File: config.mk
export PLATFORM = sky130hd
export DESIGN_NAME = dma_subsystem
export DESIGN_NICKNAME = d
export VERILOG_FILES = /design/src/source/dma_pkg.sv /design/src/source/chip_select.sv /design/src/source/dma.sv /design/src/source/dma_subsystem.sv /design/src/source/sample_buffer.sv /design/src/source/sample_capture.sv
export SDC_FILE = /design/constraint.sdc
export NUM_CORES = 1
export LEC_CHECK = 0
export ABC_CLOCK_PERIOD_IN_PS = 2800
export BUFFER_PORTS_ARGS = -buffer_cell sky130_fd_sc_hd__buf_2
export CAP_MARGIN = 20
export CORE_MARGIN = 4
export CORE_UTILIZATION = 35
export DETAILED_ROUTE_END_ITERATION = 12
export PLACE_DENSITY = 0.61
export SYNTH_ARGS = -nofsm -noshare
export SYNTH_HDL_FRONTEND = slang
export SYNTH_HIERARCHICAL = 1
export SYNTH_SLANG_ARGS = --single-unit
File: constraint.sdc
create_clock -name wb_clk -period 2.8 [get_ports wb_clk]
set_input_delay 0.14 -clock wb_clk [delete_from_list [all_inputs] [get_ports wb_clk]]
set_output_delay 0.14 -clock wb_clk [all_outputs]
set_load 0.01 [all_outputs]
File: src/source/dma_pkg.sv
package dma_pkg;

    // one audio sample from the capture port
    typedef logic [15:0] sample_t;

    // cpu register bus request
    typedef struct packed {
        logic        cyc;
        logic        we;
        logic [31:0] adr;
        logic [31:0] dat;
    } cpu_req_t;

    typedef struct packed {
        logic        ack;
        logic [31:0] dat;
    } cpu_rsp_t;

    // memory bus, the engine only ever writes
    typedef struct packed {
        logic        cyc;
        logic        we;
        logic [3:0]  sel;
        logic [31:0] adr;
        logic [31:0] dat;
    } dma_req_t;

    // register word index, taken from address bits 4:2
    localparam logic [2:0] REG_ADDR   = 3'd0;
    localparam logic [2:0] REG_STEP   = 3'd1;
    localparam logic [2:0] REG_CYCLES = 3'd2;
    localparam logic [2:0] REG_BLOCKS = 3'd3;
    localparam logic [2:0] REG_START  = 3'd4;
    localparam logic [2:0] REG_STOP   = 3'd5;
    localparam logic [2:0] REG_STATUS = 3'd6;
    localparam logic [2:0] REG_MATCH  = 3'd7;

    // bits of the status word
    localparam int STAT_DONE  = 0;
    localparam int STAT_BLOCK = 1;
    localparam int STAT_MATCH = 2;

endpackage

File: src/source/chip_select.sv
`timescale 1ns/1ps

module chip_select #(
    parameter logic [7:0] DMA_ADDR = 8'h00
) (
    input  logic       wb_clk,
    input  logic       wb_rst,
    input  logic       cyc,
    input  logic [7:0] addr,
    output logic       hit,
    output logic       ack
);

    // set once the open cycle has had its ack
    logic served;

    assign hit = cyc && (addr == DMA_ADDR);

    always_ff @(posedge wb_clk) begin
        if (wb_rst) begin
            ack    <= 1'b0;
            served <= 1'b0;
        end else begin
            ack    <= hit && !served;
            // rearm only when the master drops cyc
            served <= cyc && (served || hit);
        end
    end

endmodule

File: src/source/dma.sv
`timescale 1ns/1ps

module dma #(
    parameter logic [7:0] DMA_ADDR    = 8'h00,
    parameter int         XFER_ADDR_W = 3
) (
    input  logic                   wb_clk,
    input  logic                   wb_rst,
    input  dma_pkg::cpu_req_t      cpu_req,
    output dma_pkg::cpu_rsp_t      cpu_rsp,
    input  logic                   xfer_block,
    output logic [XFER_ADDR_W-1:0] xfer_adr,
    output logic                   xfer_re,
    input  dma_pkg::sample_t       xfer_dat,
    output dma_pkg::dma_req_t      dma_req,
    input  logic                   dma_ack,
    output logic                   block_done,
    output logic                   xfer_done,
    output logic                   xfer_match
);

    logic        cs_hit;
    logic        cs_ack;
    logic [2:0]  io_idx;
    logic [31:0] rd_word;
    // register file
    logic [23:0] reg_addr;
    logic [15:0] reg_step;
    logic [15:0] reg_cycles;
    logic [15:0] reg_blocks;
    logic [23:0] reg_match;
    logic        start_req;
    logic        repeat_mode;
    // run and block state
    logic        running;
    logic        block_en;
    logic [23:0] run_addr;
    logic [15:0] run_cycles;
    logic [15:0] block_cnt;
    logic [23:0] addr;
    // memory bus master
    logic        bus_cyc;
    logic        bus_done;
    logic [31:0] half_data;

    chip_select #(.DMA_ADDR(DMA_ADDR)) u_cs (
        .wb_clk (wb_clk),
        .wb_rst (wb_rst),
        .cyc    (cpu_req.cyc),
        .addr   (cpu_req.adr[31:24]),
        .hit    (cs_hit),
        .ack    (cs_ack)
    );

    assign io_idx = cpu_req.adr[4:2];

    always_ff @(posedge wb_clk) begin
        if (wb_rst) begin
            reg_addr    <= '0;
            reg_step    <= '0;
            reg_cycles  <= '0;
            reg_blocks  <= '0;
            reg_match   <= '0;
            start_req   <= 1'b0;
            repeat_mode <= 1'b0;
        end else begin
            // in repeat mode done drops start for a cycle, forcing a reload
            if (xfer_done && repeat_mode && running) begin
                start_req <= ~start_req;
            end
            if (cs_hit && cpu_req.we) begin
                case (io_idx)
                    dma_pkg::REG_ADDR:   reg_addr   <= cpu_req.dat[23:0];
                    dma_pkg::REG_STEP:   reg_step   <= cpu_req.dat[15:0];
                    dma_pkg::REG_CYCLES: reg_cycles <= cpu_req.dat[15:0];
                    dma_pkg::REG_BLOCKS: reg_blocks <= cpu_req.dat[15:0];
                    dma_pkg::REG_MATCH:  reg_match  <= cpu_req.dat[23:0];
                    dma_pkg::REG_START: begin
                        start_req   <= 1'b1;
                        repeat_mode <= cpu_req.dat[0];
                    end
                    dma_pkg::REG_STOP: begin
                        start_req   <= 1'b0;
                        repeat_mode <= 1'b0;
                    end
                    default: ;
                endcase
            end
        end
    end

    // readback, start and stop read as zero
    always_comb begin
        rd_word = '0;
        case (io_idx)
            dma_pkg::REG_ADDR:   rd_word = {8'h00, reg_addr};
            dma_pkg::REG_STEP:   rd_word = {16'h0000, reg_step};
            dma_pkg::REG_CYCLES: rd_word = {16'h0000, reg_cycles};
            dma_pkg::REG_BLOCKS: rd_word = {16'h0000, reg_blocks};
            dma_pkg::REG_MATCH:  rd_word = {8'h00, reg_match};
            dma_pkg::REG_STATUS: begin
                rd_word[dma_pkg::STAT_DONE]  = xfer_done;
                rd_word[dma_pkg::STAT_BLOCK] = block_done;
                rd_word[dma_pkg::STAT_MATCH] = xfer_match;
            end
            default: rd_word = '0;
        endcase
    end

    assign cpu_rsp.ack = cs_ack;
    assign cpu_rsp.dat = (cs_ack && !cpu_req.we) ? rd_word : 32'h0;

    assign bus_done = bus_cyc && dma_ack;

    always_ff @(posedge wb_clk) begin
        if (wb_rst) begin
            running    <= 1'b0;
            block_en   <= 1'b0;
            run_addr   <= '0;
            run_cycles <= '0;
            block_cnt  <= '0;
            addr       <= '0;
            xfer_adr   <= '0;
            bus_cyc    <= 1'b0;
            block_done <= 1'b0;
            xfer_done  <= 1'b0;
            xfer_match <= 1'b0;
        end else begin
            // load the run the cycle after start
            if (start_req && !running) begin
                running    <= 1'b1;
                run_addr   <= reg_addr;
                run_cycles <= reg_cycles;
                block_cnt  <= reg_blocks;
                block_done <= 1'b0;
                xfer_done  <= 1'b0;
                xfer_match <= 1'b0;
            end
            // a full bank is waiting
            if (start_req && running && xfer_block && !xfer_done) begin
                block_en   <= 1'b1;
                addr       <= run_addr;
                block_cnt  <= reg_blocks;
                xfer_adr   <= '0;
                block_done <= 1'b0;
            end
            if (start_req && block_en && !bus_cyc) begin
                bus_cyc <= 1'b1;
            end
            if (bus_done) begin
                bus_cyc   <= 1'b0;
                addr      <= addr + {8'h00, reg_step};
                xfer_adr  <= xfer_adr + 1'b1;
                block_cnt <= block_cnt - 16'd1;
                // last transfer, next block starts one half-word on
                if (block_en && (block_cnt == 16'd1)) begin
                    block_en   <= 1'b0;
                    run_cycles <= run_cycles - 16'd1;
                    run_addr   <= run_addr + 24'd2;
                end
            end
            if (start_req && block_en && (reg_match != 24'h0) && (addr == reg_match)) begin
                xfer_match <= 1'b1;
            end
            if (running && (block_cnt == 16'd0) && !block_en && !xfer_block) begin
                block_done <= 1'b1;
                if (run_cycles == 16'd0) begin
                    xfer_done <= 1'b1;
                end
            end
            // stop or reload wins over everything above
            if (!start_req) begin
                running    <= 1'b0;
                block_en   <= 1'b0;
                block_done <= 1'b0;
                xfer_done  <= 1'b0;
                xfer_match <= 1'b0;
            end
        end
    end

    // addr only moves on ack, so address and lane hold for the whole cycle
    assign half_data   = addr[1] ? {xfer_dat, 16'h0000} : {16'h0000, xfer_dat};
    assign dma_req.cyc = bus_cyc;
    assign dma_req.we  = bus_cyc;
    assign dma_req.sel = bus_cyc ? (addr[1] ? 4'b1100 : 4'b0011) : 4'b0000;
    assign dma_req.adr = bus_cyc ? {8'h00, addr[23:2], 2'b00} : 32'h0;
    assign dma_req.dat = bus_done ? half_data : 32'h0;

    assign xfer_re = block_en && bus_done;

endmodule

File: src/source/dma_subsystem.sv
`timescale 1ns/1ps

module dma_subsystem #(
    parameter logic [7:0] DMA_ADDR    = 8'h40,
    parameter int         XFER_ADDR_W = 3
) (
    input  logic              wb_clk,
    input  logic              wb_rst,
    input  dma_pkg::cpu_req_t cpu_req,
    output dma_pkg::cpu_rsp_t cpu_rsp,
    input  logic              sample_valid,
    input  dma_pkg::sample_t  sample_data,
    output dma_pkg::dma_req_t dma_req,
    input  logic              dma_ack,
    output logic              block_done,
    output logic              xfer_done,
    output logic              xfer_match
);

    // producer side
    logic                   wr_en;
    logic [XFER_ADDR_W-1:0] wr_adr;
    dma_pkg::sample_t       wr_data;
    logic                   fill_bank;
    logic                   block_ready;
    // consumer side
    logic [XFER_ADDR_W-1:0] xfer_adr;
    dma_pkg::sample_t       xfer_dat;

    sample_capture #(.XFER_ADDR_W(XFER_ADDR_W)) u_capture (
        .wb_clk       (wb_clk),
        .wb_rst       (wb_rst),
        .sample_valid (sample_valid),
        .sample_data  (sample_data),
        .wr_en        (wr_en),
        .wr_adr       (wr_adr),
        .wr_data      (wr_data),
        .fill_bank    (fill_bank),
        .block_ready  (block_ready)
    );

    sample_buffer #(.XFER_ADDR_W(XFER_ADDR_W)) u_buffer (
        .wb_clk    (wb_clk),
        .wr_en     (wr_en),
        .wr_adr    (wr_adr),
        .wr_data   (wr_data),
        .fill_bank (fill_bank),
        .rd_adr    (xfer_adr),
        .rd_data   (xfer_dat)
    );

    dma #(
        .DMA_ADDR    (DMA_ADDR),
        .XFER_ADDR_W (XFER_ADDR_W)
    ) u_dma (
        .wb_clk     (wb_clk),
        .wb_rst     (wb_rst),
        .cpu_req    (cpu_req),
        .cpu_rsp    (cpu_rsp),
        .xfer_block (block_ready),
        .xfer_adr   (xfer_adr),
        .xfer_re    (),
        .xfer_dat   (xfer_dat),
        .dma_req    (dma_req),
        .dma_ack    (dma_ack),
        .block_done (block_done),
        .xfer_done  (xfer_done),
        .xfer_match (xfer_match)
    );

endmodule

File: src/source/sample_buffer.sv
`timescale 1ns/1ps

module sample_buffer #(
    parameter int XFER_ADDR_W = 3
) (
    input  logic                   wb_clk,
    input  logic                   wr_en,
    input  logic [XFER_ADDR_W-1:0] wr_adr,
    input  dma_pkg::sample_t       wr_data,
    input  logic                   fill_bank,
    input  logic [XFER_ADDR_W-1:0] rd_adr,
    output dma_pkg::sample_t       rd_data
);

    // two banks, bank number is the top address bit
    localparam int DEPTH = 2 << XFER_ADDR_W;

    dma_pkg::sample_t mem [DEPTH];

    always_ff @(posedge wb_clk) begin
        if (wr_en) begin
            mem[{fill_bank, wr_adr}] <= wr_data;
        end
    end

    // engine side sees the bank that was last completed
    assign rd_data = mem[{~fill_bank, rd_adr}];

endmodule

File: src/source/sample_capture.sv
`timescale 1ns/1ps

module sample_capture #(
    parameter int XFER_ADDR_W = 3
) (
    input  logic                   wb_clk,
    input  logic                   wb_rst,
    input  logic                   sample_valid,
    input  dma_pkg::sample_t       sample_data,
    output logic                   wr_en,
    output logic [XFER_ADDR_W-1:0] wr_adr,
    output dma_pkg::sample_t       wr_data,
    output logic                   fill_bank,
    output logic                   block_ready
);

    // slot of the next sample within the fill bank
    logic [XFER_ADDR_W-1:0] count;
    logic                   last_slot;

    assign last_slot = (count == {XFER_ADDR_W{1'b1}});

    // each valid sample goes straight into the fill bank
    assign wr_en   = sample_valid;
    assign wr_adr  = count;
    assign wr_data = sample_data;

    always_ff @(posedge wb_clk) begin
        if (wb_rst) begin
            count       <= '0;
            fill_bank   <= 1'b0;
            block_ready <= 1'b0;
        end else begin
            // one pulse, the clock after the bank is full
            block_ready <= sample_valid && last_slot;
            if (sample_valid) begin
                count <= count + 1'b1;
                // hand the full bank to the engine
                if (last_slot) begin
                    fill_bank <= ~fill_bank;
                end
            end
        end
    end

endmodule

==> metrics.csv, run 1 <==
metric,value,unit
status,completed,
postSynthAreaPerCell,10.8,um2
synth_largest_area_cell,edfxtp_1,
use_met3,0.0310,
finalSetupViolations,0,
min_period_over_period,0.977,
worstPathCellList,buf_12 > mux4_1 > a22oi_1 > nand2_1 > nand2_1 > nor2_1 > buf_2,
synth-edff-count,256,
place_ws,0.186,ns
power_leakage,8.70,nW
die_x,252,um
synth_area,0.0209,mm2
yosys_register_bits,450,
drive_above_1_share,0.184,
max_slew_margin,0.355,
synth-async-reset-ratio,0,
grt_max_degree,115,
grt_overflow,0,
worstHoldPathType,in -> reg,
diodes,0,
reg2reg_slack,0.20,ns
hold_viol,0,
antenna_found_initial,1,
coreArea,0.0590,mm2
cp.required,2.66,ns
setup_tns,0,ns
htreeDepth,2,
grt_pass1_vias,15700,
crit_end,dma_req[2],
clk-insertion-delay-late,0.60,ns
syn2layout_area_growth,18.4,%
worstSetupStartpointType,flop,
clk_pin_slew,0.06,ns
die_h,252,um
ios,192,
final_core_util,0.419,
grt_pass1_wl,94300,um
timing.final.crit_period,2.74,ns
rsz0062_at_grt,true,
r2r_end,u_dma/addr[14],
wl_per_cell,21.4,um
fmax,366,MHz
max_cap_violations,0,
worstMarginPinSlew,0.966,ns
initial_core_util,0.354,
crit_arrival,2.60,ns
crit_type,reg -> out,
cp_slowest_stage_delay,0.58,ns
worstRegToRegCells,9,
met2_usage,0.316,
track_usage,0.189,
synthTopCellsByArea,"edfxtp_1, dfxtp_1, nand2_1",
cts_sinks,450,
ys_warn_count,6,
finalMaxSlewViolations,0,
clockRootBuffer,clkbuf_16,
drt_iter0_drc,1467,
cts_buffer_depth,3,
synthCells,1926,
end_kind,output port,
ant_nets,0,
num_rows,89,
synth-seq-area-share,0.554,
vias,16200,
ys_types,81,
path_common_cell,nand2_1,
final.setup.worst_slack,0.0645,ns
p_total,14.0,mW
cp-startpoint,u_dma/xfer_adr[0],
grt_busiest_layer,met2,
io_buffers,144,
wl,62300,um
routabilityCongestion,0.922,
place_hpwl,41800,um
ir_drop,0.000583,V
cts_buffers,48,
hold-path-cell-count,4,
synth_flop_cell,edfxtp_1,
r2r_start,u_dma/addr[0],
finClkSkew,0.0492,ns
met1_usage,0.256,
synth_top_area_share,0.368,
p_per_area,568,mW/mm2
tritoncts,done,
dr.pass1.iters,6,
drt-vias-per-instance,5.58,
critPathSlowestCell,mux4_1,
dieArea,0.0637,mm2
layout.nets,2213,
cp_max_fo,25,
whs,0.0880,ns
drc,0,
-- cell usage in the layout (no fill, tap or decap), drive strengths merged, types with 8 or more instances in the layout --
cell type	instances
nand2	339
edfxtp	256
buf	222
dfxtp	194
a21oi	165
nor2	161
mux4	66
clkbuf	61
o21ai	56
dlygate4sd3	47
a22oi	46
nor3	46
and2	36
nand3	30
mux2i	25
ha	25
nor4	25
inv	24
and3	19
xnor2	18
conb	18
xor2	17
a311oi	17
a211oi	17
clkinv	17
a222oi	13
a31oi	13
nand4	13
or3	12
nand2b	10
a2111oi	9
o211ai	8
-- cell families (layout without fill, tap and decap cells) --
logic type               count (synthesis)  count (layout)  share of synthesized area
AND/OR/NAND/NOR                        732             732                      0.159
buffers and inverters                  181             378                     0.0423
flip-flops                             450             450                      0.554
AO/OA/AOI/OAI                          407             407                      0.125
XOR/XNOR                                35              35                     0.0147
other                                    1              18                   0.000180
adder cells (fa/ha/maj)                 26              26                     0.0159
multiplexers                            94              94                     0.0887
-- cell usage after synthesis (all sizes together), types with 17 or more instances --
cell / number
o21ai: 56
nor3: 46
and2: 36
clkbuf: 93
mux4: 66
nor4: 25
edfxtp: 256
a21oi: 165
dfxtp: 194
mux2i: 25
nand2: 339
buf: 68
nor2: 161
nand3: 30
a311oi: 17
a22oi: 46
a211oi: 17
xnor2: 18
ha: 25
xor2: 17
inv: 20
and3: 19
-- power breakdown --
group / internal (mW) / total (mW) / switching, mW
registers: 7.03 / 7.04 / 0.0159
clock network: 3.90 / 6.60 / 2.71
logic: 0.132 / 0.395 / 0.263
total: 11.1 / 14.0 / 2.99
-- registers in the layout, indices dropped and copies added (netlist names), 3 cells and up --
register and count:
u_buffer/mem 256, u_capture/wr_adr 3, u_dma/addr 24, u_dma/block_cnt 16, u_dma/reg_addr 24, u_dma/reg_blocks 16
u_dma/reg_cycles 16, u_dma/reg_match 24, u_dma/reg_step 16, u_dma/run_addr 24, u_dma/run_cycles 16, u_dma/xfer_adr 3
-- what timing repair did --
| item | 4_1_cts | 5_1_grt |
|---|---|---|
| endpoints found under the setup margin | 32 | 27 |
| hold buffers | 47 | 0 |
| gates resized for setup | 4 | 6 |
| buffers inserted | 4 | 1 |
| pin swaps | 1 | 0 |
| hold endpoints to repair | 359 | 0 |
-- area by class of cell --
type | instances | area [um2]
timing repair buffer | 269 | 1890
fill | 5611 | 34300
clock inverter | 28 | 339
multi-input combinational | 1312 | 8580
clock buffer | 61 | 1310
tap | 773 | 967
inverter | 20 | 75.1
sequential | 450 | 11600
-- metal layers --
layer  up-vias  share of wire
met5         -        0.00019
met4         2          0.029
met3       106          0.072
met2       667           0.48
met1      8027           0.42
li1       7446              -
-- through the flow --
step,instance area [um2],std cells
finish,24700,2913
global route,24700,2913
CTS,24700,2912
detailed placement,22600,2772
global placement,22600,2772
floorplan,21000,1943
-- worst max-delay path, delay by kind of cell (launching register included) --
family	cells	cell delay [ns]
buffers and inverters	2	0.43
multiplexers	1	0.58
flip-flops	1	0.46
AO/OA/AOI/OAI	1	0.28
AND/OR/NAND/NOR	3	0.23
-- worst min-delay path by stage --
stage                      startpoint                  end
after floorplan                wb_rst    u_dma/u_cs/served
after global placement    cpu_req[18]  u_dma/reg_match[18]
after detailed placement  cpu_req[65]    u_dma/u_cs/served
after CTS                 cpu_req[34]    u_dma/repeat_mode
after global routing      cpu_req[35]      u_dma/start_req
final                     cpu_req[34]    u_dma/repeat_mode
(Power assumes the default switching activity.)
==> run 2: changes to the inputs <==
--- a/config.mk
+++ b/config.mk
@@ -11,7 +11,7 @@
 export CORE_MARGIN = 4
 export CORE_UTILIZATION = 35
 export DETAILED_ROUTE_END_ITERATION = 12
-export PLACE_DENSITY = 0.61
+export PLACE_DENSITY = 0.49
 export SYNTH_ARGS = -nofsm -noshare
 export SYNTH_HDL_FRONTEND = slang
 export SYNTH_HIERARCHICAL = 1
==> run 2 against run 1 <==
Via count decreased by 0.82%. Design area up 0.57%. Combinational power up 1%. Sequential share of layout area shrank 0.26 points. Flip-flop and latch count did not move. Fmax is 0.24% lower. Critical path type unchanged. Largest cell class unchanged.
==> metrics.csv, run 2 (synthesis gave the netlist of run 1 again) <==
metric,value,unit,change
clk-insertion-delay-late,0.61,ns,about the same
drive_above_1_share,0.189,,+0.00566
cp_max_fo,7,,-72%
timing.final.crit_period,2.74,ns,+0.00649 ns
whs,0.0700,ns,-0.0180 ns
internal_power,10.8,mW,-2.7%
grt_overflow,0,,unchanged
final_cell_mix,"nand2_1, edfxtp_1, dfxtp_1, a21oi_1, nor2_1",,
dieArea,0.0637,mm2,unchanged
cts_sinks,450,,unchanged
die_h,252,um,unchanged
final.setup.worst_slack,0.0580,ns,-0.00649 ns
cts_buffer_depth,3,,unchanged
drc,0,,unchanged
grt_pass1_vias,15700,,+0.46%
numPlacedInstances,2770,,-0.072%
min_from,cpu_req[35],,
fin_area,0.0249,mm2,+0.57%
worstRegToRegCells,10,,+1
worstMarginPinSlew,1.06,ns,+0.0969 ns
max_cap_violations,0,,unchanged
clk_pin_slew,0.06,ns,about the same
final_common_cell,nand2_1,,
power_frac_seq,0.511,,+0.009
die_x,252,um,unchanged
switchingPower,3.02,mW,+1.3%
place_hpwl,44800,um,+7.3%
clockRootBuffer,clkbuf_16,,
tritoncts,done,,
cp.required,2.66,ns,about the same
routabilityCongestion,0.880,,-4.5%
max_slew_margin,0.291,,-0.0647
wl,67300,um,+8.1%
swShare,0.219,,+0.00687
worstSetupStartpointType,flop,,
end_kind,output port,,
finalMaxSlewViolations,0,,unchanged
num_rows,89,,unchanged
ios,192,,unchanged
stdcell_count,2923,,+0.34%
combPwrFrac,0.029,,about the same
syn2layout_area_growth,19.1,%,
power_leakage,8.70,nW,about the same
vias,16100,,-0.82%
wl_per_cell,23.0,um,+7.8%
top_register,u_buffer/mem,,
diodes,0,,unchanged
worstHoldPathType,in -> reg,,
crit_type,reg -> out,,
cts_buffers,50,,+4.2%
drt_iter0_drc,1223,,-17%
finalSetupViolations,0,,unchanged
drt-vias-per-instance,5.51,,-1.2%
crit_arrival,2.60,ns,about the same
status,completed,,
place_ws,0.225,ns,+0.0387 ns
layout.nets,2224,,+0.50%
cp-startpoint,u_dma/xfer_adr[0],,
r2r_start,u_dma/reg_step[0],,
io_buffers,144,,unchanged
largest_reg_flops,256,,unchanged
grt_max_degree,107,,-7.0%
p_per_area,554,mW/mm2,-2.4%
reg2reg_slack,0.25,ns,+0.05 ns
initial_core_util,0.354,,unchanged
fmax,365,MHz,-0.24%
dr.pass1.iters,7,,+1
ir_drop,0.000465,V,-20%
track_usage,0.205,,+0.0159
min_period_over_period,0.979,,+0.00232
r2r_end,u_dma/addr[14],,
hold-path-cell-count,4,,unchanged
grt_pass1_wl,99900,um,+5.9%
ant_nets,0,,unchanged
coreArea,0.0590,mm2,unchanged
finClkSkew,0.0305,ns,-0.0187 ns
rsz0062_at_grt,true,,
hold_viol,0,,unchanged
crit_end,dma_req[10],,
pwr-share-clk,0.460,,-0.010
placed_cell_area,0.0225,mm2,-0.18%
antenna_found_initial,1,,unchanged
htreeDepth,2,,unchanged
[run 2: cell types whose count changed in the layout (fill, tap and decap cells not counted), moves of 4 or more]
| cell | change |
|---|---|
| clkbuf_1 | +9 |
| bufinv_16 | -4 |
| nand2_2 | +7 |
| buf_4 | +4 |
| a22oi_1 | -10 |
| nand2_1 | -7 |
| clkbuf_16 | +4 |
| a22oi_2 | +10 |
| clkinv_2 | -6 |
[run 2: cell type report]
cell class	instances	area, um2
fill	5647	34100
timing repair buffer	278	2040
inverter	20	75.1
tap	773	967
sequential	450	11600
multi-input combinational	1312	8650
clock inverter	20	194
clock buffer	70	1370
[run 2: per-layer routing]
metal  track usage  share of wire
met1         0.272           0.43
met2         0.348           0.49
met3        0.0258          0.049
met4        0.0749          0.037
met5             0        0.00019
[run 2: stage by stage]
step                      TNS (ns)  utilization  power [mW]
after global routing        -0.193        0.421        14.3
after global placement           0        0.381        7.52
final                            0        0.421        13.8
after detailed placement         0        0.381        7.53
after CTS                  -0.0377        0.418        14.0
after floorplan                  0            -        7.39
[run 2: worst max-delay path: stages (launching register included)]
cell	delay, ns
dfxtp_4	0.42
buf_4	0.17
buf_12	0.13
buf_12	0.11
mux4_1	0.54
a22oi_1	0.19
nand2_1	0.10
nand2_1	0.11
nor2_1	0.05
buf_2	0.16
[run 2: power groups by stage]
| stage | registers (mW) | logic, mW | clock network (mW) |
|---|---|---|---|
| after global routing | 7.04 | 0.431 | 6.79 |
| after global placement | 7.18 | 0.340 | 0 |
| after detailed placement | 7.18 | 0.347 | 0 |
| after CTS | 7.04 | 0.399 | 6.51 |
| after floorplan | 7.18 | 0.210 | 0 |
| final | 7.04 | 0.400 | 6.33 |
[run 2: how the worst min path moves through the flow]
stage / end / slack (ns)
after floorplan: u_dma/u_cs/served / 0.21
after global placement: u_dma/reg_addr[23] / 0.39
after detailed placement: u_dma/reg_addr[17] / 0.40
after CTS: u_dma/start_req / 0.04
after global routing: u_dma/start_req / 0.09
final: u_dma/start_req / 0.07
[run 2: repair_timing]
| action | CTS | global route |
|---|---|---|
| hold buffers | 47 | 0 |
| pin swaps | 0 | 3 |
| resized for setup | 14 | 22 |
| buffers inserted | 3 | 11 |
| hold endpoints to repair | 360 | 0 |
| cloned | 1 | 2 |
| setup endpoints to repair | 27 | 30 |
==> run 3: changes to the inputs <==
--- a/config.mk
+++ b/config.mk
@@ -5,13 +5,14 @@
 export SDC_FILE = /design/constraint.sdc
 export NUM_CORES = 1
 export LEC_CHECK = 0
+export ABC_AREA = 1
 export ABC_CLOCK_PERIOD_IN_PS = 2800
 export BUFFER_PORTS_ARGS = -buffer_cell sky130_fd_sc_hd__buf_2
 export CAP_MARGIN = 20
 export CORE_MARGIN = 4
 export CORE_UTILIZATION = 35
 export DETAILED_ROUTE_END_ITERATION = 12
-export PLACE_DENSITY = 0.49
+export PLACE_DENSITY = 0.48
 export SYNTH_ARGS = -nofsm -noshare
 export SYNTH_HDL_FRONTEND = slang
 export SYNTH_HIERARCHICAL = 1
==> run 3 against run 2 <==
Hold slack improved by 0.010 ns. Fmax increased by 4.6%. Design area increased by 7.7%. Setup slack better by 0.12 ns. Via count is 22% higher. Flip-flop and latch count is the same. Highest routed layer unchanged. Utilization down 0.75 points. Critical path type unchanged. Non-clock buffer count fell by 29. Clock power is 16% higher.
==> metrics.csv, run 3 <==
metric,value,unit,change
synth_simple_gate_area_frac,0.234,,+0.0745
max_slew_margin,0.389,,+0.0981
synthTopCellsByCount,"nand2_1, inv_1, nand3_1, edfxtp_1, a21oi_1",,
min_period_over_period,0.936,,-0.0430
hold_viol,0,,unchanged
power_leakage,11.4,nW,+31%
met2_usage,0.333,,-0.0152
cts_buffer_depth,3,,unchanged
grt_overflow,0,,unchanged
ys_warn_count,6,,unchanged
r2r_end,u_dma/run_addr[12],,
synthXorXnorAreaFrac,0.0164,,+0.00172
hold-path-cell-count,3,,-1
p_per_area,553,mW/mm2,about the same
cp_max_fo,81,,+74
top_register,u_buffer/mem,,
tritoncts,done,,
end_kind,output port,,
finalSetupViolations,0,,unchanged
min_from,wb_rst,,
final.setup.worst_slack,0.178,ns,+0.120 ns
grt_max_degree,129,,+21%
synth-async-reset-ratio,0,,unchanged
min_delay_worst_endpoint,u_capture/block_ready,,
fmax,381,MHz,+4.6%
post_cts_buffers,0,,-3
clk-insertion-delay-late,0.62,ns,about the same
ios,192,,unchanged
path_buf_inv,5,,+1
postSynthAreaPerCell,7.92,um2,-27%
synth-seq-area-share,0.504,,-0.0503
status,completed,,
track_usage,0.211,,+0.00558
synthCells,2902,,+51%
finalMaxSlewViolations,0,,unchanged
cts_sinks,450,,unchanged
grt_pass1_vias,18900,,+20%
synth_top_area_share,0.335,,-0.0334
final_cell_mix,"nand2_1, inv_1, nand3_1, edfxtp_1, a21oi_1",,
cp.required,2.66,ns,about the same
crit_type,reg -> out,,
rsz0062_at_grt,false,,
die_h,264,um,+4.7%
setup_tns,0,ns,unchanged
worstMarginPinSlew,0.915,ns,-0.148 ns
antenna_found_initial,4,,+3
place_hpwl,51500,um,+15%
fillers,6510,,+15%
coreArea,0.0647,mm2,+9.6%
worstSetupStartpointType,flop,,
ant_nets,0,,unchanged
critPathSlowestCell,dfxtp_4,,
io_buffers,144,,unchanged
synth_largest_area_cell,edfxtp_1,,
r2r_start,u_dma/bus_cyc,,
grt_busiest_layer,met2,,
cts_buffers,52,,+4.0%
synth_flop_cell,edfxtp_1,,
drt_iter0_drc,1633,,+34%
synth_mux_area_frac,0,,-0.0887
dieArea,0.0698,mm2,+9.7%
largest_reg_flops,256,,unchanged
synth-compound-area-share,0.112,,-0.0131
grt_pass1_wl,115000,um,+15%
placed_cell_area,0.0244,mm2,+8.2%
dr.pass1.iters,6,,-1
worstPathCellList,clkinv_2 > buf_16 > nand2_1 > nand2_1 > nand2_1 > nand3_1 > nand3_1 > nand2_1 > inv_1 > nor3_2 > buf_4 > buf_2,,
clk_pin_slew,0.06,ns,about the same
synth-edff-count,256,,unchanged
vias,19700,,+22%
die_x,264,um,+4.7%
max_cap_violations,0,,unchanged
crit_arrival,2.48,ns,-0.12 ns
reg2reg_slack,0.42,ns,+0.17 ns
ys_types,51,,-37%
place_ws,0.468,ns,+0.244 ns
whs,0.0800,ns,+0.0100 ns
routabilityCongestion,0.886,,+0.61%
drc,0,,unchanged
worstRegToRegCells,9,,-1
cp_slowest_stage_delay,0.39,ns,-0.15 ns
wl_per_cell,19.3,um,-16%
synthTopCellsByArea,"edfxtp_1, dfxtp_1, nand2_1",,
layout.nets,3154,,+42%
ir_drop,0.000462,V,-0.54%
final_common_cell,nand2_1,,
num_rows,93,,+4.5%
finClkSkew,0.0375,ns,+0.00695 ns
timing.final.crit_period,2.62,ns,-0.120 ns
synth_area,0.0230,mm2,+10%
wl,76100,um,+13%
worstHoldPathType,in -> reg,,
synth_most_common_cell,nand2_1,,
met1_usage,0.301,,+0.0289
yosys_register_bits,450,,unchanged
p_total,14.8,mW,+7.6%
path_delay_family,buffers and inverters,,
initial_core_util,0.355,,+0.00121
use_met3,0.0329,,+0.00705
syn2layout_area_growth,16.5,%,
synthAdderAreaFrac,0.0145,,-0.00145
fin_area,0.0268,mm2,+7.7%
clockRootBuffer,clkbuf_16,,
path_common_cell,nand2_1,,
drt-vias-per-instance,5.01,,-9.1%
htreeDepth,2,,unchanged
synth_top_family_by_area,simple AND/OR/NAND/NOR gates,,
drive_above_1_share,0.117,,-0.0725
run 3: cell types whose count changed after synthesis, sizes merged, moves of 21 or more:
cell	delta
a21oi	+39
a22oi	-44
and2	-36
buf	+56
clkbuf	-37
inv	+435
mux2i	-25
mux4	-66
nand2	+397
nand3	+250
o21ai	+145
o22ai	+21
run 3: kinds of logic (layout without fill, tap and decap cells):
logic type	Yosys count	in the layout
and+or+nand+nor	1263	1263
buffers and inverters	638	800
AOI/OAI and AO/OA	481	481
DFF	450	450
xor gates and xnor gates	43	43
adders and majority gates	26	26
other	1	20
run 3: layout make-up:
type / count / area [um2] / share of cell area
Sequential cell: 450 / 11600 / 0.432
Multi-Input combinational cell: 1831 / 8780 / 0.328
Timing Repair Buffer: 249 / 1770 / 0.0660
Inverter: 458 / 1720 / 0.0643
Clock buffer: 67 / 1470 / 0.0548
Tap cell: 855 / 1070 / 0.0399
Clock inverter: 26 / 393 / 0.0147
Antenna cell: 2 / 5.00 / 0.000187
run 3: through the flow:
stage	cells	utilization
floorplan	2919	-
global placement	3793	0.377
detailed placement	3793	0.377
CTS	3935	0.413
global route	3938	0.414
finish	3938	0.414
run 3: worst max-delay path by stage:
stage	startpoint	endpoint	slack (ns)	depth (start not counted)
floorplan	u_dma/addr[1]	u_dma/addr[12]	0.74	13
global placement	u_dma/bus_cyc	u_dma/run_addr[12]	0.50	9
detailed placement	u_dma/bus_cyc	u_dma/run_addr[12]	0.47	9
CTS	u_dma/xfer_adr[0]	dma_req[21]	0.03	10
global route	u_dma/xfer_adr[0]	dma_req[6]	0.01	12
finish	u_dma/xfer_adr[0]	dma_req[6]	0.18	12
run 3: repair_timing:
action / 4_1_cts / 5_1_grt
cloned: 0 / 1
pin swaps: 0 / 0
resized for setup: 3 / 3
hold buffers: 49 / 0
hold endpoints to repair: 361 / 0
setup endpoints to repair: 5 / 16
run 3: routing by layer:
metal | up-vias | share of wire
li1 | 9697 | -
met1 | 9295 | 0.46
met2 | 621 | 0.45
met3 | 111 | 0.062
met5 | - | 0.00030
met4 | 4 | 0.026
run 3: tightest hold or removal path, stage by stage:
cell	delay [ns]
buf_2	0.12
buf_4	0.23
nor2_1	0.13
run 3: power by group:
part | internal (mW) | switching (mW)
registers | 7.03 | 0.0153
logic | 0.134 | 0.298
clock network | 4.44 | 2.90
total | 11.6 | 3.21
